==> config.mk <==
export PLATFORM = sky130hd
export DESIGN_NAME = rom_download_router
export DESIGN_NICKNAME = d
export VERILOG_FILES = /design/src/arcade_rom_pkg.sv /design/src/rom_download_router.sv
export VERILOG_INCLUDE_DIRS = /design/src
export SDC_FILE = /design/constraint.sdc
export NUM_CORES = 1
export LEC_CHECK = 0
export ABC_AREA = 1
export BUFFER_PORTS_ARGS = -buffer_cell sky130_fd_sc_hd__buf_2
export CORE_MARGIN = 2
export CORE_UTILIZATION = 42
export DETAILED_ROUTE_END_ITERATION = 8
export GPL_TIMING_DRIVEN = 0
export PLACE_DENSITY = 0.73
export SLEW_MARGIN = 0
export SYNTH_ARGS = -nofsm -noshare
export SYNTH_HDL_FRONTEND = slang
export SYNTH_SLANG_ARGS = --single-unit
==> constraint.sdc <==
create_clock -name clk_sys -period 0.8 [get_ports clk_sys]
set_input_delay 0.16 -clock clk_sys [delete_from_list [all_inputs] [get_ports clk_sys]]
set_output_delay 0.16 -clock clk_sys [all_outputs]
set_load 0.02 [all_outputs]
==> src/arcade_rom_defines.svh <==
`ifndef ARCADE_ROM_DEFINES_SVH
`define ARCADE_ROM_DEFINES_SVH

// ==================================================
// Port and address layout
// ==================================================
`define NUM_PORTS       2        // 0 main CPU, 1 sound CPU
`define BYTE_AW         16       // Client and download byte address
`define WORD_AW         15       // Memory word address

// ==================================================
// Download regions and memory placement
// ==================================================
`define REGION1_BASE    16'h8000 // Sound region starts here
`define REGION1_END     16'hC000 // First byte past sound region
`define MEM_WORD_BASE1  15'h4000 // Word offset of sound region

// Cycles spent in one store access
`define MEM_LAT         3

`endif

==> src/arcade_rom_pkg.sv <==
`default_nettype none

package arcade_rom_pkg;

	`include "arcade_rom_defines.svh"

	// ==================================================
	// Port request to the arbiter
	// ==================================================
	typedef struct packed {
		logic                we; // Write enable
		logic [1:0]          ds; // Lane enables, bit 1 is upper byte
		logic [`WORD_AW-1:0] a;  // Port-relative word address
		logic [15:0]         d;  // Write data
	} mem_req_t;

	// ==================================================
	// Host download byte
	// ==================================================
	typedef struct packed {
		logic                active; // Download in progress
		logic                wr;     // Strobe level, rising edge writes
		logic [`BYTE_AW-1:0] addr;
		logic [7:0]          data;
	} dl_t;

	// Arbiter sequencing
	typedef enum logic [1:0] {
		ARB_IDLE,
		ARB_ACCESS,
		ARB_DONE
	} arb_state_e;

endpackage

`default_nettype wire

==> src/rom_download_router.sv <==
`timescale 1ns/10ps
`default_nettype none
`include "arcade_rom_defines.svh"

module rom_download_router (
	input  wire                      clk_sys,
	input  wire                      rst_n,
	input  wire arcade_rom_pkg::dl_t dl,
	input  wire                      reset_req,
	output logic [`NUM_PORTS-1:0]    wr_stb,
	output arcade_rom_pkg::mem_req_t wr_req,
	output logic                     downloading,
	output logic                     game_reset
);
	import arcade_rom_pkg::*;

	logic                wr_d1;
	logic                wr_d2;
	logic [`BYTE_AW-1:0] addr_d1;
	logic [7:0]          data_d1;
	logic                wr_rise;
	logic                in_rgn0;
	logic                in_rgn1;
	logic [`WORD_AW-1:0] rel_wa;
	logic                rom_loaded;
	mem_req_t            req_nxt;

	// ==================================================
	// Strobe edge detect and region decode
	// ==================================================
	always_ff @(posedge clk_sys or negedge rst_n) begin
		if (!rst_n) begin
			wr_d1 <= 1'b0;
			wr_d2 <= 1'b0;
		end else begin
			wr_d1 <= dl.wr;
			wr_d2 <= wr_d1;
		end
	end

	always_ff @(posedge clk_sys) begin
		addr_d1 <= dl.addr; // Sampled with the strobe
		data_d1 <= dl.data;
	end

	assign wr_rise = wr_d1 & ~wr_d2;
	assign in_rgn0 = addr_d1 < `REGION1_BASE;
	assign in_rgn1 = (addr_d1 >= `REGION1_BASE) && (addr_d1 < `REGION1_END);

	// Word address relative to the start of its region
	assign rel_wa = in_rgn1 ? addr_d1[`BYTE_AW-1:1] - `WORD_AW'(`REGION1_BASE >> 1)
	                        : addr_d1[`BYTE_AW-1:1];

	always_comb begin
		req_nxt.we = 1'b1;
		req_nxt.ds = {addr_d1[0], ~addr_d1[0]}; // Odd byte goes to upper lane
		req_nxt.a  = rel_wa;
		req_nxt.d  = {data_d1, data_d1};
	end

	always_ff @(posedge clk_sys or negedge rst_n) begin
		if (!rst_n) begin
			wr_stb <= '0;
		end else begin
			wr_stb    <= '0;
			wr_stb[0] <= wr_rise & in_rgn0; // Main CPU region
			wr_stb[1] <= wr_rise & in_rgn1; // Sound CPU region
		end
	end

	always_ff @(posedge clk_sys) begin
		wr_req <= req_nxt;
	end

	// ==================================================
	// Load tracking and game reset
	// ==================================================
	always_ff @(posedge clk_sys or negedge rst_n) begin
		if (!rst_n) begin
			downloading <= 1'b0;
			rom_loaded  <= 1'b0;
			game_reset  <= 1'b1;
		end else begin
			downloading <= dl.active;
			if (downloading && !dl.active)
				rom_loaded <= 1'b1; // Falling edge of the download
			game_reset <= reset_req | ~rom_loaded;
		end
	end

	// Host stays inside the two regions
	a_addr_range: assert property (@(posedge clk_sys) disable iff (!rst_n)
		$rose(dl.wr) |-> dl.addr < `REGION1_END);

endmodule

`default_nettype wire

; After elaboration in Yosys (flattened, before gate mapping)
; Index checks and enable logic that the tools add are counted.
[totals]
reg_bits = 64
in_bits = 29
output_inout_bits = 38
elab_cells = 26
[op_classes]
add_sub_neg = 1
order_cmp = 3
mux = 1
n_bitwise = 7
n_reduce_logical = 3
[op_table]
columns = cell, n
row1 = $lt A16 B16 Y1 const B, 2
row2 = $ge A16 B16 Y1 const B, 1
row3 = $mux W15, 1
row4 = $sub A15 B15 Y15 const B, 1
row5 = $and A1 B1 Y1, 3
row6 = $not A1 Y1, 3
row7 = $logic_and A1 B1 Y1, 2
row8 = $logic_not A1 Y1, 1
row9 = $or A1 B1 Y1, 1

; Logic depth before layout (Yosys ltp)
[depth]
depth_word = 3
mapped_depth = 3
depth_no_buf = 3

; Worst setup path after synthesis
; OpenSTA, ideal clock, no wires.
[synth_path]
path_type = register to output
startpoint = register, netlist name wr_req[2]
endpoint = output port wr_req[10] (netlist bit)
arrival_ns = 0.595
required_time_ns = 0.640
setup_slack_ns = 0.045
stages_incl_launch_ff = 2
path_buffers = 1
path_cell_list = dfxtp_1 -> buf_4
[synth_rtl]
columns = element, line
row1 = "end, declared", rom_download_router.sv:11  ; output arcade_rom_pkg::mem_req_t wr_req,

; Final worst setup path
[layout_path]
startpoint = register game_reset
endpoint = output port game_reset
[layout_rtl]
columns = element, line
row1 = "start, declared", rom_download_router.sv:13  ; output logic game_reset
row2 = "start signal, assigned", rom_download_router.sv:87  ; game_reset <= reset_req | ~rom_loaded;
; No word-level cell between the ends.

==> reports/metrics.cfg <==
[timing]
fmax_ghz=0.851
rsz0062_at_grt=true
setup_violations=37
period_needed_ns=1.17
slew_viol_final=0
hold_violations=0
finalCritPeriodShare_pct=147
fin_skew_ns=0.00710
setup_ws_ns=-0.375

[die]
ios=67
row_count=20
die_w_um=59.2
die_h_um=59.2
start_util_pct=43.0
core_um2=2980
die_area_um2=3510

[pwr]
seqPwrFrac_pct=63.3
p_clk_share_pct=24.4
swShare_pct=23.2
intPower_uw=3670
p_per_area_nw_per_um2=2090
p_sw_uw=1110
max-vdd-ir-drop_mv=1.93
comb_power_share_pct=12.3
power.leakage_uw=0.00110

[setup_path]
arrival_ns=1.01
crit_buf_inv=1
timing.critical_path.slowest_cell_delay_ns=0.56
critical_path_class=reg -> out
critPathSlowestCell=dfstp_2
cp.depth=1
cp_top_family=flip-flops
rr_worst_depth=3
crit_required_ns=0.64
timing.critical_path.cells=buf_6
cp-start-kind=register
cp_max_fo=1
cp-end-kind=output port

[status]
status=complete, but fails checks
failed_checks=setup timing

[placed_design]
detailed_place_hpwl_um=1510
finalWeightedCongestion=0.593
dp.cells=177
io_buffers=65

[yosys]
synth_top_cell_by_area=dfxtp_1
ys_seq_area_share_pct=90.3
yosysUniqueCellTypes=10
synth_cells=79
synth_warnings=0
syn_avg_cell_area_um2=16.2
syn_nets=108
synth_seq_cells=56
syn-cell-area_um2=1280
synth.area.top_cells=dfxtp_1 (77%), dfrtp_1 (12%), buf_4 (5.3%), dfstp_2 (2.1%), inv_1 (1.8%)
netlist.area_leader.share_pct=76.6

[global_routing]
antenna_found_initial=0
gr-usage-all-layers_pct=17.2
grt_pass1_wl_um=4170
grt_overflow_total=0
grt_max_degree=19
grt_pass1_vias=1001

[cells_and_area]
drive_gt1_share_pct=60.2
fin_nets=209
area_growth_pct=78.6
instances_no_fill=214
diodes=0
fin_util_pct=76.8

[clocking]
cts-buffers-inserted=5
clock-sinks=56
path_clk_slew_ns=0.14
htree_num_levels=2
cts_buffer_depth=2
tritoncts=done
clkLatencyLatePin_ns=0.35
ctsRootBufferMaster=clkbuf_4

[routing]
dr.first_iter.drc_count=9
wl_um=2710
viasPerCell=4.06
dr.pass1.iters=4
final_antenna_net_count=0
dr_total_vias=869
drc=0
drt-wirelength-per-cell_um=12.7

[hold_path]
holdCritPathClass=in -> async

[run]
cap_viol_max_count=0

-- metrics by stage --
step           area [µm²]  power, µW  setup slack (ns)  hold slack [ns]  setup TNS (ns)
6_report             2290       4780            -0.375            0.149           -8.25
5_1_grt              2290       5010            -0.422            0.131          -10.25
4_1_cts              2280       4800            -0.386            0.132           -8.64
3_5_place_dp         1650       3390           0.00211         -0.00222               0
3_3_place_gp         1650       3370         -0.000673          -0.0103       -0.000673
2_1_floorplan        1280       3210            0.0451           -0.136               0
-- power by group through the flow --
| stage | sequential, µW | clock, µW | combinational, µW |
|---|---|---|---|
| global placement | 3040 | 0 | 333 |
| detailed placement | 3050 | 0 | 341 |
| floorplan | 3140 | 0 | 75.2 |
| global route | 3040 | 1360 | 619 |
| CTS | 3020 | 1200 | 575 |
| finish | 3020 | 1170 | 586 |
-- per-layer routing --
| layer | global-route usage, % | routed length, µm | vias to the layer above | share of wire [%] |
|---|---|---|---|---|
| met5 | 0 | 0 | - | 0 |
| met4 | 7.14 | 59 | 0 | 2.2 |
| met3 | 5.24 | 138 | 6 | 5.1 |
| met2 | 37.2 | 1780 | 40 | 66 |
| met1 | 12.7 | 732 | 397 | 27 |
| li1 | - | - | 426 | - |
-- flip-flops by register name (all words and copies together), names as in the netlist --
register	count
game_reset	1
wr_d2	1
wr_req	25
addr_d1	16
wr_stb	2
wr_d1	1
rom_loaded	1
data_d1	8
downloading	1
-- kinds of logic after synthesis --
logic type | Yosys count | share of synthesized area [%]
other cells | 1 | 0.293
simple gates | 6 | 1.95
buf+inv | 15 | 7.03
compound gates | 1 | 0.390
flops | 56 | 90.3
-- final timing paths --
| kind | from | end | slack [ns] |
|---|---|---|---|
| max | game_reset | game_reset | -0.37 |
| min | rst_n | wr_stb[1] | 0.15 |
| max reg2reg | downloading | rom_loaded | 0.05 |
| min reg2reg | addr_d1[11] | wr_req[26] | 0.34 |
| max in group asynchronous | rst_n | game_reset | 0.43 |
| min in group clk_sys | addr_d1[11] | wr_req[26] | 0.34 |
-- layout by cell type, fill, tap and decap left out --
cell type      count
dfxtp_2           25
inv_6              1
clkinv_4           1
clkinv_2           1
dfstp_2            1
o21ai_1            1
nand2_1            3
dfrtp_1            6
dlygate4sd3_1     28
buf_6             45
buf_4              2
or2_1              1
buf_2             28
clkbuf_4           5
nor2_1             2
inv_1              6
conb_1             1
dfxtp_1           24
-- timing repair --
action | in CTS | in global routing
setup endpoints to repair | 37 | 37
cloned | 0 | 0
gates resized for setup | 107 | 1
setup buffers | 0 | 1
hold endpoints to repair | 35 | 0
hold buffers | 28 | 0
-- final cells by class --
cell class              count  area (µm²)
inverters                   6        22.5
plain buffers               9        97.6
well taps                  33        41.3
repair buffers             94         845
multi-input cells           8        33.8
flip-flops and latches     56        1190
clock inverters             3        22.5
clock buffers               5        37.5
fillers                   175         689
-- synthesized netlist by cell type (all sizes together) --
cell,count
or2,1
nand2,3
conb,1
nor2,2
dfxtp,49
dfrtp,6
inv,6
dfstp,1
buf,9
o21ai,1
Power figures use the tool's default switching activity.
