`src/arcade_rom_defines.svh`:
```
`ifndef ARCADE_ROM_DEFINES_SVH
`define ARCADE_ROM_DEFINES_SVH

// ==================================================
// Port and address layout
// ==================================================
`define NUM_PORTS       2        // 0 main CPU, 1 sound CPU
`define BYTE_AW         16       // Client and download byte address
`define WORD_AW         15       // Memory word address

// ==================================================
// Download regions and memory placement
// ==================================================
`define REGION1_BASE    16'h8000 // Sound region starts here
`define REGION1_END     16'hC000 // First byte past sound region
`define MEM_WORD_BASE1  15'h4000 // Word offset of sound region

// Cycles spent in one store access
`define MEM_LAT         3

`endif

```
`src/arcade_rom_pkg.sv`:
```
`default_nettype none

package arcade_rom_pkg;

	`include "arcade_rom_defines.svh"

	// ==================================================
	// Port request to the arbiter
	// ==================================================
	typedef struct packed {
		logic                we; // Write enable
		logic [1:0]          ds; // Lane enables, bit 1 is upper byte
		logic [`WORD_AW-1:0] a;  // Port-relative word address
		logic [15:0]         d;  // Write data
	} mem_req_t;

	// ==================================================
	// Host download byte
	// ==================================================
	typedef struct packed {
		logic                active; // Download in progress
		logic                wr;     // Strobe level, rising edge writes
		logic [`BYTE_AW-1:0] addr;
		logic [7:0]          data;
	} dl_t;

	// Arbiter sequencing
	typedef enum logic [1:0] {
		ARB_IDLE,
		ARB_ACCESS,
		ARB_DONE
	} arb_state_e;

endpackage

`default_nettype wire

```
`src/rom_fetch_port.sv`:
```
`timescale 1ns/10ps
`default_nettype none
`include "arcade_rom_defines.svh"

module rom_fetch_port (
	input  wire                           clk_sys,
	input  wire                           rst_n,
	input  wire                           downloading,
	input  wire                           wr_stb,
	input  wire arcade_rom_pkg::mem_req_t wr_req,
	input  wire                           rd,
	input  wire [`BYTE_AW-1:0]            rd_addr,
	input  wire                           ack_tgl,
	input  wire [15:0]                    q,
	output arcade_rom_pkg::mem_req_t      req,
	output logic                          req_tgl,
	output logic [7:0]                    rd_data,
	output logic                          rd_busy
);
	import arcade_rom_pkg::*;

	// Extra top bit marks an address no client can present
	localparam logic [`WORD_AW:0] NO_ADDR = {1'b1, {`WORD_AW{1'b0}}};

	logic                pending;
	logic                ack_seen;
	logic                ack_new;
	logic [`WORD_AW:0]   last_wa;
	logic [`WORD_AW:0]   rd_wa;
	logic                issue_rd;
	logic [15:0]         word_q;
	logic [15:0]         word_sel;
	mem_req_t            rd_req;

	assign pending = req_tgl ^ ack_tgl;
	assign ack_new = ack_tgl ^ ack_seen; // High in the cycle after the arbiter answers
	assign rd_wa   = {1'b0, rd_addr[`BYTE_AW-1:1]};

	// Reads only outside a download and only on a new word
	assign issue_rd = !downloading && rd && !pending && !wr_stb && (last_wa != rd_wa);

	always_comb begin
		rd_req.we = 1'b0;
		rd_req.ds = 2'b11;
		rd_req.a  = rd_addr[`BYTE_AW-1:1];
		rd_req.d  = '0;
	end

	// ==================================================
	// Request toggle
	// ==================================================
	always_ff @(posedge clk_sys or negedge rst_n) begin
		if (!rst_n) begin
			req_tgl  <= 1'b0;
			ack_seen <= 1'b0;
			last_wa  <= NO_ADDR;
		end else begin
			ack_seen <= ack_tgl;
			if (downloading)
				last_wa <= NO_ADDR; // First read afterwards always fetches
			if (wr_stb) begin
				req_tgl <= ~req_tgl;
			end else if (issue_rd) begin
				last_wa <= rd_wa;
				req_tgl <= ~req_tgl;
			end
		end
	end

	always_ff @(posedge clk_sys) begin
		if (wr_stb)
			req <= wr_req;
		else if (issue_rd)
			req <= rd_req;
		if (ack_new && !req.we)
			word_q <= q; // Keep the word once q moves on
	end

	// ==================================================
	// Read data
	// ==================================================
	// Fresh word comes straight from q in the acknowledge cycle
	assign word_sel = (ack_new && !req.we) ? q : word_q;
	assign rd_data  = rd_addr[0] ? word_sel[15:8] : word_sel[7:0];
	assign rd_busy  = pending;

	// Download writes must be spaced beyond the arbiter turnaround
	a_wr_idle: assert property (@(posedge clk_sys) disable iff (!rst_n)
		wr_stb |-> !pending);

endmodule

`default_nettype wire

```
`config.mk`:
```
export PLATFORM = sky130hd
export DESIGN_NAME = rom_fetch_port
export DESIGN_NICKNAME = d
export VERILOG_FILES = /design/src/arcade_rom_pkg.sv /design/src/rom_fetch_port.sv
export VERILOG_INCLUDE_DIRS = /design/src
export SDC_FILE = /design/constraint.sdc
export NUM_CORES = 1
export LEC_CHECK = 0
export ABC_AREA = 1
export BUFFER_PORTS_ARGS = -buffer_cell sky130_fd_sc_hd__clkbuf_2
export CORE_ASPECT_RATIO = 1.4
export CORE_MARGIN = 2
export CORE_UTILIZATION = 49
export CTS_CLUSTER_SIZE = 10
export DETAILED_ROUTE_END_ITERATION = 6
export GPL_ROUTABILITY_DRIVEN = 0
export HOLD_SLACK_MARGIN = 0.06
export PLACE_DENSITY = 0.8
export SLEW_MARGIN = 40
export SYNTH_ARGS = -nofsm -noshare
export SYNTH_HDL_FRONTEND = slang
export SYNTH_SLANG_ARGS = --single-unit
```
`constraint.sdc`:
```
create_clock -name clk_sys -period 2.8 [get_ports clk_sys]
set_input_delay 0.42 -clock clk_sys [delete_from_list [all_inputs] [get_ports clk_sys]]
set_output_delay 0.42 -clock clk_sys [all_outputs]
set_load 0.05 [all_outputs]
```
* Word-level counts from Yosys, hierarchy flattened
Index checks and enable logic that the tools add are counted.
Operators by class: equal/unequal tests 1, muxes and demuxes 9, bitwise operators 3, reductions and logical operators 10
Operators with widths (count):
- $mux W34 | 2
- $mux W16 | 4
- $ne A16 B15 Y1 | 1
- $mux W8 | 1
- $logic_and A1 B1 Y1 | 5
- $logic_not A1 Y1 | 4
- $mux W1 | 2
- $reduce_bool A2 Y1 | 1
- $xor A1 B1 Y1 | 2
- $not A1 Y1 | 1
Word-level totals: register bits after elaboration 68, output and inout port bits 44, logic and storage cells 31

* Longest topological paths before layout
Gate-level depths: netlist of the first run.
word-level depth 7, gate-level depth with buffers 12, gate-level depth less buffers 11

* Worst setup path after synthesis of the first run
OpenSTA, ideal clock, no wires.
kind register -> register, start register req_tgl, end register req[0] (netlist bit) (enable), library setup time 0.496 ns, arrival time 2.446 ns, required time 2.304 ns, setup slack -0.142 ns, stages on the path, launching flop included 5, period minus slack after synthesis 2.942 ns, cells stage by stage dfrtp_1 xor2_1 nor2_1 nand2_4 nand2_1
Between the ends: word-level cells in the longest chain between the ends 6
Ends and longest elaborated chain:
- start: declaration | line rom_fetch_port.sv:16 | output logic req_tgl,
- start signal: assignment | line rom_fetch_port.sv:62 | req_tgl <= ~req_tgl;
- start signal: assignment | line rom_fetch_port.sv:65 | req_tgl <= ~req_tgl;
- $xor A1 B1 Y1 | line rom_fetch_port.sv:35 | assign pending = req_tgl ^ ack_tgl;
- named net rd_busy | line rom_fetch_port.sv:18 | output logic rd_busy
- $logic_not A1 Y1 | line rom_fetch_port.sv:40 | assign issue_rd = !downloading && rd && !pending && !wr_stb && (last_wa != rd_wa);
- $logic_and A1 B1 Y1 (3 in a row) | line rom_fetch_port.sv:40
- $reduce_bool A2 Y1 (no source line)
- end signal: assignment | line rom_fetch_port.sv:72 | req <= wr_req;
- end signal: assignment | line rom_fetch_port.sv:74 | req <= rd_req;
- end: declaration | line rom_fetch_port.sv:15 | output arcade_rom_pkg::mem_req_t req,
The timed path passes the listed nets, and every way through them passes these cells. A chain may end at the register's enable or synchronous reset.

* Worst setup path in the final report of the first run
start register ack_seen, end output port rd_data[3]
Between the ends: word-level cells in the longest chain between the ends 4
Ends and longest elaborated chain:
- start: declaration | line rom_fetch_port.sv:26 | logic ack_seen;
- start signal: assignment | line rom_fetch_port.sv:58 | ack_seen <= ack_tgl;
- $xor A1 B1 Y1 | line rom_fetch_port.sv:36 | assign ack_new = ack_tgl ^ ack_seen;
- $logic_and A1 B1 Y1 | line rom_fetch_port.sv:83 | assign word_sel = (ack_new && !req.we) ? q : word_q;
- $mux W16 | line rom_fetch_port.sv:83
- named net word_sel[11] | line rom_fetch_port.sv:32 | logic [15:0] word_sel;
- $mux W8 | line rom_fetch_port.sv:84 | assign rd_data = rd_addr[0] ? word_sel[15:8] : word_sel[7:0];
- end: declaration | line rom_fetch_port.sv:17 | output logic [7:0] rd_data,
The timed path passes the listed nets, and every way through them passes these cells.

==> results of run 1 <==
power breakdown:
group | switching [mW] | internal, mW | leakage (nW)
sequential | 0.0346 | 1.15 | 0.717
clock | 0.340 | 0.424 | 0.0989
combinational | 0.406 | 0.142 | 1.35
total | 0.780 | 1.72 | 2.17
cell families after synthesis:
group                     after synthesis  synth area share, %
AOI/OAI and AO/OA                      41                6.760
buffers and inverters                  87                11.42
DFF                                    68                59.07
and+or+nand+nor                       172                22.46
xor gates and xnor gates                1               0.2886
layout by cell type, fill, tap and decap left out, types with 11 or more instances in the layout:
cell type / Yosys / final
nand2_1: 139 / 139
clkbuf_2: 0 / 115
nor2_1: 12 / 12
clkbuf_8: 0 / 11
dfrtp_1: 17 / 17
o21ai_0: 39 / 39
inv_1: 72 / 72
edfxtp_1: 34 / 34
dfxtp_1: 16 / 16
nand3_1: 17 / 17
metrics by stage:
step	worst slack (ns)	hold WS, ns	utilization (%)
2_1_floorplan	0.06240	0.1244	-
5_1_grt	0.2521	0.2629	65.65
3_3_place_gp	0.7530	0.4023	62.22
6_report	0.5036	0.2874	65.65
4_1_cts	0.4705	0.2694	65.65
3_5_place_dp	0.6251	0.3950	62.22
final cells by class:
cell class                 count  area (µm²)
clock buffer                  15       187.7
clock inverter                 1       5.005
fill                         504        2028
inverter                      75       284.0
multi-input combinational    214       903.4
sequential                    68        1793
tap                           70       87.58
timing repair buffer         120       615.6
worst max-delay path, cell delays in order (launching register included):
cell and delay [ns]:
dfrtp_1 0.39, a21oi_1 0.14, o21ai_1 0.09, buf_4 0.23, o21ai_0 0.25, nand2_1 0.07, o21ai_0 0.08, clkbuf_2 0.30
metal layers:
layer | track usage, % | routed length (µm) | up-vias
li1 | - | - | 1364
met1 | 25.19 | 2734 | 1180
met5 | 0 | 0 | -
met2 | 35.34 | 3537 | 84
met4 | 9.320 | 102 | 0
met3 | 4.979 | 385 | 8
what timing repair did:
item,CTS,global route
hold endpoints to repair,17,0
hold buffers,1,0
resized for setup,0,0
worst min-delay path by stage:
stage                     startpoint  slack [ns]  cells past startpoint          to
after floorplan                rst_n        0.12                      0    ack_seen
after global placement         rst_n        0.40                      1  last_wa[4]
after detailed placement       rst_n        0.40                      1  last_wa[5]
after CTS                    ack_tgl        0.27                      1    ack_seen
after global routing         ack_tgl        0.26                      1    ack_seen
final                        ack_tgl        0.29                      1    ack_seen
sequential cells by signal, indices dropped and copies added, names as in the netlist:
signal    cells
req_tgl       1
ack_seen      1
req          34
word_q       16
last_wa      16
==> out/results.txt, run 1 <==
Status -> complete, no violations
Final setup viols -> 0
Max clock buf depth -> 2
Total gr overflow -> 0
Synthesized cell area -> 3035 µm²
Final Critical Period -> 2.296 ns
Synth top area share -> 33.64%
Initial antenna violation count -> 0
Fin Setup TNS -> 0 ns
CP Capture Type -> output port
Worst Max-Slew Pin Slew -> 0.5007 ns
Largest net degree at the start of global routing -> 48
Count leader, synth -> nand2_1
Sequential cell area fraction in the yosys report -> 59.07%
Die H -> 97.13 µm
Overall Power -> 2.498 mW
Fin. Hold Viols -> 0
Clock transition at path regs -> 0.07 ns
Syn Inst Count -> 369
DP Wirelength -> 5128 µm
Leak -> 2.166 nW
Max Transition Viols Final -> 0
Crit Path Max Fanout -> 32
Residual DRC count -> 0
Total Nets Final -> 560
Worst R2R Start -> last_wa[3]
Clock tree sinks -> 68
DR WL/cell -> 12.01 µm
Max cap viols -> 0
Post CTS Setup Buffer Count -> 0
CTS Root Cell -> clkbuf_8
Std-Cell Core Area -> 5904 µm²
Vias -> 2636
Vias in the first global route -> 2536
CP Capture Point -> rd_data[3]
CP Launch Point -> ack_seen
Vias/cell -> 4.682
Fraction of registers with async set/reset -> 26.47%
Drt pass-1 iters -> 4
Clk_lat worst skew -> 0.33 ns
EDFF count, synth -> 34
Share of cells above drive strength 1 -> 28.60%
Hold crit path type -> in2reg
Crit path kind -> reg2out
DR iter-0 viols -> 200
Leading cell types by total area after synthesis -> edfxtp_1 34%, nand2_1 17%, dfrtp_1 14%
Worst ir drop on vdd -> 0.0003381 V
Cell variety after synth -> 21
Initial Util -> 51.41%
Finished Layout Cells -> 563
Fmax -> 435.5 MHz
Top cell type by total area after synthesis -> edfxtp_1
Period utilization -> 82.01%
Area post-placement -> 3674 µm²
Die width -> 70.52 µm
Placed Cells -> 546
CTS tree -> yes
I/O pin count -> 116
Ys Warns -> 0
Seq cells post-synth -> 68
Number of core rows -> 33
Total CTS buffers -> 9
RSZ-0062 raised after global routing -> no
Top FF cell, synth -> edfxtp_1
PD cells -> 644.4 nW/µm²
Design Area, Final -> 3876 µm²
Input/output buffers -> 115
Die area -> 6849 µm²
Area grow syn2layout -> 27.70%
Syn_area_per_cell -> 8.226 µm²
Reg2reg setup slack -> 0.98 ns
Max-slew headroom -> 66.62%
H-tree levels -> 3
Syn_nets -> 441
Worst r2r path cells -> 9
Worst flop-to-flop path endpoint -> req[0]
Final ANT Viol Nets -> 0
N_diodes -> 0
Detailed Route WL -> 6759 µm
Setup crit start kind -> register
Req. time, crit path -> 2.38 ns
Crit path arrival time -> 1.88 ns
GR Util All Layers -> 20.97%
First-pass GRT wire length -> 11250 µm
Synth top cells by count -> 139 x nand2_1, 72 x inv_1, 39 x o21ai_0
Clock skew -> 0.008495 ns
(Power assumes the default switching activity.)
==> run 2, diff against run 1 <==
--- a/config.mk
+++ b/config.mk
@@ -6,16 +6,16 @@
 export SDC_FILE = /design/constraint.sdc
 export NUM_CORES = 1
 export LEC_CHECK = 0
-export ABC_AREA = 1
+export ABC_AREA = 0
 export BUFFER_PORTS_ARGS = -buffer_cell sky130_fd_sc_hd__clkbuf_2
 export CORE_ASPECT_RATIO = 1.4
 export CORE_MARGIN = 2
-export CORE_UTILIZATION = 49
+export CORE_UTILIZATION = 48
 export CTS_CLUSTER_SIZE = 10
 export DETAILED_ROUTE_END_ITERATION = 6
 export GPL_ROUTABILITY_DRIVEN = 0
 export HOLD_SLACK_MARGIN = 0.06
-export PLACE_DENSITY = 0.8
+export PLACE_DENSITY = 0.79
 export SLEW_MARGIN = 40
 export SYNTH_ARGS = -nofsm -noshare
 export SYNTH_HDL_FRONTEND = slang
==> constraint.sdc (replaced) <==
create_clock -name clk_sys -period 2.18 [get_ports clk_sys]
set_input_delay 0.327 -clock clk_sys [delete_from_list [all_inputs] [get_ports clk_sys]]
set_output_delay 0.327 -clock clk_sys [all_outputs]
set_load 0.05 [all_outputs]
==> run 2 against run 1 <==
The run now ends with setup timing left. Register-to-register slack lost 0.89 ns. Count of clock-buffer cells in the layout fell by 2. Clock power up 51%. Non-clock buffer count rose by 4. Via count is 25% lower. First-iteration DRC count down 38%. Worst hold slack got worse by 0.067 ns. Power up 44%. Routed wire length shrank 11%. Highest routed layer unchanged.
==> out/results.txt, run 2 <==
Commonest cells after routing, fill and taps aside -> 107 x clkbuf_2, 45 x mux2_2, 34 x edfxtp_1, 18 x clkbuf_8, 17 x and2_1
Area post-placement -> 3722 µm²
Max Transition Viols Final -> 0
Status -> finished with violations
Area grow syn2layout -> 36.31%
Vias/cell -> 4.940
CTS Root Cell -> clkbuf_8
Clock transition at path regs -> 0.08 ns
Failing checks -> setup timing
Clock tree sinks -> 68
Worst path slowest cell -> dfrtp_1
Worst Path Buf+Inv -> 2
Max clock buf depth -> 2
Ys Warns -> 0
WHS -> 0.2208 ns
Largest net degree at the start of global routing -> 37
Req. time, crit path -> 1.85 ns
Fmax -> 440.9 MHz
Setup crit start kind -> register
CTS tree -> yes
Worst Max-Slew Pin Slew -> 0.5535 ns
Post-route worst setup slack -> -0.08790 ns
Total CTS buffers -> 9
Final setup viols -> 8
Fin. Hold Viols -> 0
Count leader, synth -> mux2_2
Worst ir drop on vdd -> 0.0005969 V
CP Capture Type -> output port
Seq cells post-synth -> 68
Period utilization -> 104.0%
Initial Util -> 50.14%
DR WL/cell -> 15.06 µm
Input/output buffers -> 115
GR Util All Layers -> 18.86%
Worst path cell trace -> xnor2_1, nor2_4, buf_12, mux2_2, mux2_2, clkbuf_8
RSZ-0062 raised after global routing -> yes
Final ANT Viol Nets -> 0
Synth top cells by count -> 45 x mux2_2, 34 x edfxtp_1, 17 x and2_1, 17 x dfrtp_1, 16 x dfxtp_1
Syn_nets -> 268
Drt pass-1 iters -> 5
Top FF cell, synth -> edfxtp_1
H-tree levels -> 3
Initial antenna violation count -> 0
Max cap viols -> 0
Total Nets Final -> 395
Slowest stage delay, CP -> 0.37 ns
Final Critical Period -> 2.268 ns
Clk_lat worst skew -> 0.34 ns
Hold crit path type -> in2reg
Max reg flops -> 34
Syn_area_per_cell -> 15.10 µm²
Delay-heaviest family, CP -> multiplexers
Largest reg by FF count -> req
I/O pin count -> 116
First-pass GRT wire length -> 9867 µm
Vias in the first global route -> 2138
PD cells -> 888.7 nW/µm²
Max-slew headroom -> 62.82%
Fraction of registers with async set/reset -> 26.47%
Fin Setup TNS -> -0.6548 ns
EDFF count, synth -> 34
Vias -> 1966
Crit path kind -> reg2out
Cell mode on critical path -> mux2_2
Synthesized cell area -> 2960 µm²
Post CTS Setup Buffer Count -> 0
Top cell type by total area after synthesis -> edfxtp_1
Regs by FF count -> req x34, last_wa x16, word_q x16
Die H -> 96.92 µm
Detailed Route WL -> 5995 µm
Crit path arrival time -> 1.94 ns
DR iter-0 viols -> 124
Number of core rows -> 33
Design Area, Final -> 4035 µm²
Clock skew -> 0.009766 ns
Die width -> 70.37 µm
Residual DRC count -> 0
Std-Cell Core Area -> 5904 µm²
Syn Inst Count -> 196
Pre-CTS WS -> 0.06035 ns
DP Wirelength -> 4432 µm
Die area -> 6820 µm²
Share of cells above drive strength 1 -> 61.28%
Total gr overflow -> 0
Crit Path Max Fanout -> 16
Leak -> 1.808 nW
Final Core Density -> 68.34%
Commonest non-fill, non-tap cell in the layout -> clkbuf_2
Synth top area share -> 34.49%
Cell variety after synth -> 23
Leading cell types by total area after synthesis -> edfxtp_1 34%, mux2_2 17%, dfrtp_1 14%
N_diodes -> 0
Sequential cell area fraction in the yosys report -> 60.57%
run 2: layout make-up:
class | count | area (µm²)
sequential | 68 | 1794
multi-input combinational | 119 | 1164
clock buffer | 13 | 212.7
fill | 446 | 1869
timing repair buffer | 124 | 753.2
clock inverter | 3 | 20.02
inverter | 1 | 3.754
tap | 70 | 87.58
run 2: worst register-to-register path, cell delays in order (launching register included):
cell,delay (ns)
dfrtp_1,0.39
xor2_1,0.17
or4_4,0.53
nor4_4,0.23
buf_4,0.19
o31ai_4,0.12
buf_12,0.20
run 2: routing by layer:
| layer | part of all wire (%) | GRT usage (%) | up-vias |
|---|---|---|---|
| li1 | - | - | 948 |
| met1 | 39 | 20.87 | 940 |
| met2 | 53 | 32.73 | 68 |
| met3 | 6.1 | 5.833 | 10 |
| met4 | 1.9 | 8.284 | 0 |
| met5 | 0 | 0 | - |
run 2: worst paths after layout:
check                           slack [ns]        from  cells after the start           to
worst max-delay path                 -0.09    ack_seen                      6   rd_data[0]
worst min register to register        0.48   word_q[7]                      1    word_q[7]
worst min-delay path                  0.22        q[5]                      2    word_q[5]
worst max register to register        0.09  last_wa[9]                      6      req[17]
min in group asynchronous             0.47       rst_n                      2   last_wa[7]
max in group asynchronous             1.37       rst_n                      2  last_wa[15]
run 2: cell families after synthesis:
logic type      after synthesis  share of synthesized area, %
compound gates                3                        0.7607
xor+xnor                     17                         5.029
simple gates                 45                         10.48
mux                          54                         21.68
buf+inv                       9                         1.479
flops                        68                         60.57
run 2: what timing repair did:
action,4_1_cts,5_1_grt
resized for setup,16,0
hold buffers,1,0
hold endpoints to repair,17,0
setup endpoints to repair,8,8
run 2: where the power goes:
part / internal [mW] / switching [mW] / leakage [nW]
clock network: 0.653 / 0.493 / 0.121
logic: 0.349 / 0.546 / 0.971
registers: 1.50 / 0.0465 / 0.716
run 2: through the flow:
stage          std cells  total power, mW
4_1_cts              398            3.625
5_1_grt              398            3.730
6_report             398            3.586
2_1_floorplan        196            2.177
3_5_place_dp         381            2.414
3_3_place_gp         381            2.395
==> run 3, diff against run 2 <==
--- a/config.mk
+++ b/config.mk
@@ -16,7 +16,7 @@
 export GPL_ROUTABILITY_DRIVEN = 0
 export HOLD_SLACK_MARGIN = 0.06
 export PLACE_DENSITY = 0.79
-export SLEW_MARGIN = 40
+export SLEW_MARGIN = 20
 export SYNTH_ARGS = -nofsm -noshare
 export SYNTH_HDL_FRONTEND = slang
 export SYNTH_SLANG_ARGS = --single-unit
==> constraint.sdc (replaced) <==
create_clock -name clk_sys -period 2.3 [get_ports clk_sys]
set_input_delay 0.345 -clock clk_sys [delete_from_list [all_inputs] [get_ports clk_sys]]
set_output_delay 0.345 -clock clk_sys [all_outputs]
set_load 0.05 [all_outputs]
==> run 3 against run 2 <==
The run now ends clean. Count of clock-buffer cells in the layout increased by 2. Clock skew decreased by 0.0060 ns. Sequential share of layout area increased by 0.90 points. Worst hold slack got worse by 0.011 ns. Global-route usage decreased by 0.35 points. Die area unchanged. Setup slack improved by 0.11 ns. First-iteration DRC count decreased by 28%. Register-to-register slack improved by 0.15 ns. Routed wire length increased by 1.6%. Via count increased by 1.3%. Critical endpoint unchanged. Largest cell class unchanged.
==> out/results.txt, run 3 (same netlist as run 2, synthesis figures left out) <==
Worst ir drop on vdd -> 0.0005015 V
Initial antenna violation count -> 0
Setup crit start kind -> register
Fillers -> 451
Worst R2R Start -> last_wa[9]
Input/output buffers -> 115
Clk_lat worst skew -> 0.33 ns
CTS Root Cell -> clkbuf_8
Fin. Hold Viols -> 0
DR WL/cell -> 15.34 µm
Total CTS buffers -> 9
WHS -> 0.2098 ns
Die area -> 6820 µm²
CP Capture Type -> output port
RSZ-0062 raised after global routing -> yes
Largest net degree at the start of global routing -> 30
Worst flop-to-flop path endpoint -> req[10]
Drt pass-1 iters -> 4
Share of cells above drive strength 1 -> 60.24%
N_diodes -> 0
GR Util All Layers -> 18.51%
Commonest cells after routing, fill and taps aside -> 107 x clkbuf_2, 45 x mux2_2, 34 x edfxtp_1, 17 x and2_1
Worst path slowest cell -> dfrtp_1
Residual DRC count -> 0
Fin Setup TNS -> 0 ns
WHS Path Cells -> 1
Clock transition at path regs -> 0.06 ns
Total Nets Final -> 394
Vias in the first global route -> 2081
Number of core rows -> 33
Final ANT Viol Nets -> 0
Reg2reg setup slack -> 0.24 ns
Status -> complete, no violations
I/O pin count -> 116
Crit path arrival time -> 1.93 ns
Design Area, Final -> 3955 µm²
Slowest stage delay, CP -> 0.37 ns
First-pass GRT wire length -> 9701 µm
DR iter-0 viols -> 89
Std-Cell Core Area -> 5904 µm²
Fmax -> 439.9 MHz
Period utilization -> 98.85%
Commonest non-fill, non-tap cell in the layout -> clkbuf_2
Worst path cell trace -> xnor2_1, nor2_2, buf_12, mux2_2, mux2_2, clkbuf_8
Hold EP -> ack_seen
Max Transition Viols Final -> 0
Req. time, crit path -> 1.96 ns
Post CTS Setup Buffer Count -> 0
Regs by FF count -> req x34, last_wa x16, word_q x16
Leak -> 1.772 nW
PD cells -> 814.0 nW/µm²
Largest reg by FF count -> req
H-tree levels -> 3
Crit path kind -> reg2out
Hold crit path type -> in2reg
Max reg flops -> 34
Vias/cell -> 5.015
Max-slew headroom -> 69.09%
Die H -> 96.92 µm
Hold path start -> ack_tgl
Detailed Route WL -> 6091 µm
Worst Path Buf+Inv -> 2
Final Critical Period -> 2.273 ns
Clock skew -> 0.003716 ns
Max cap viols -> 0
Max clock buf depth -> 2
Final setup viols -> 0
Cell mode on critical path -> mux2_2
Delay-heaviest family, CP -> multiplexers
Crit Path Max Fanout -> 16
DP Wirelength -> 4488 µm
Worst Max-Slew Pin Slew -> 0.4636 ns
Area grow syn2layout -> 33.60%
Vias -> 1991
CTS tree -> yes
Overall Power -> 3.219 mW
Total gr overflow -> 0
Worst r2r path cells -> 6
Clock tree sinks -> 68
Die width -> 70.37 µm
Initial Util -> 50.14%
Area post-placement -> 3686 µm²
[run 3: stage by stage]
| step | setup WS (ns) | utilization (%) | cells |
|---|---|---|---|
| 2_1_floorplan | 0.02007 | - | 196 |
| 3_3_place_gp | 0.1935 | 62.43 | 380 |
| 3_5_place_dp | 0.1583 | 62.43 | 380 |
| 4_1_cts | -0.01520 | 66.86 | 397 |
| 5_1_grt | -0.06451 | 66.98 | 397 |
| 6_report | 0.02653 | 66.98 | 397 |
[run 3: area by class of cell]
| type | count | area [µm²] | area share, % |
|---|---|---|---|
| tap | 70 | 87.58 | 2.214 |
| clock buffer | 15 | 176.4 | 4.461 |
| timing repair buffer | 123 | 740.7 | 18.73 |
| inverter | 1 | 3.754 | 0.09491 |
| clock inverter | 1 | 5.005 | 0.1265 |
| sequential | 68 | 1794 | 45.37 |
| multi-input combinational | 119 | 1147 | 29.01 |
[run 3: how the worst max path moves through the flow]
stage                startpoint  cells past startpoint  slack, ns          to
floorplan               req_tgl                      2       0.02      req[0]
global placement    rd_addr[10]                      7       0.19     req[25]
detailed placement      ack_tgl                      7       0.16  rd_data[7]
CTS                    ack_seen                      6      -0.02  rd_data[7]
global route           ack_seen                      6      -0.06  rd_data[1]
finish                 ack_seen                      6       0.03  rd_data[0]
[run 3: report_power, final]
group          internal, mW  leakage, nW  switching [mW]
sequential             1.42        0.716          0.0459
clock                 0.480       0.0937           0.412
combinational         0.337        0.962           0.524
total                  2.24         1.77           0.981
[run 3: metal layers]
| metal | up-vias | routed length [µm] | GRT usage (%) |
|---|---|---|---|
| li1 | 947 | - | - |
| met1 | 957 | 2348 | 20.23 |
| met2 | 75 | 3223 | 32.08 |
| met3 | 12 | 350 | 5.208 |
| met4 | 0 | 169 | 9.467 |
| met5 | - | 0 | 0 |
[run 3: repair_timing]
action	CTS	global route
pin swaps	0	0
hold buffers	1	0
gates resized for setup	16	6
hold endpoints to repair	17	0
endpoints found under the setup margin	8	8
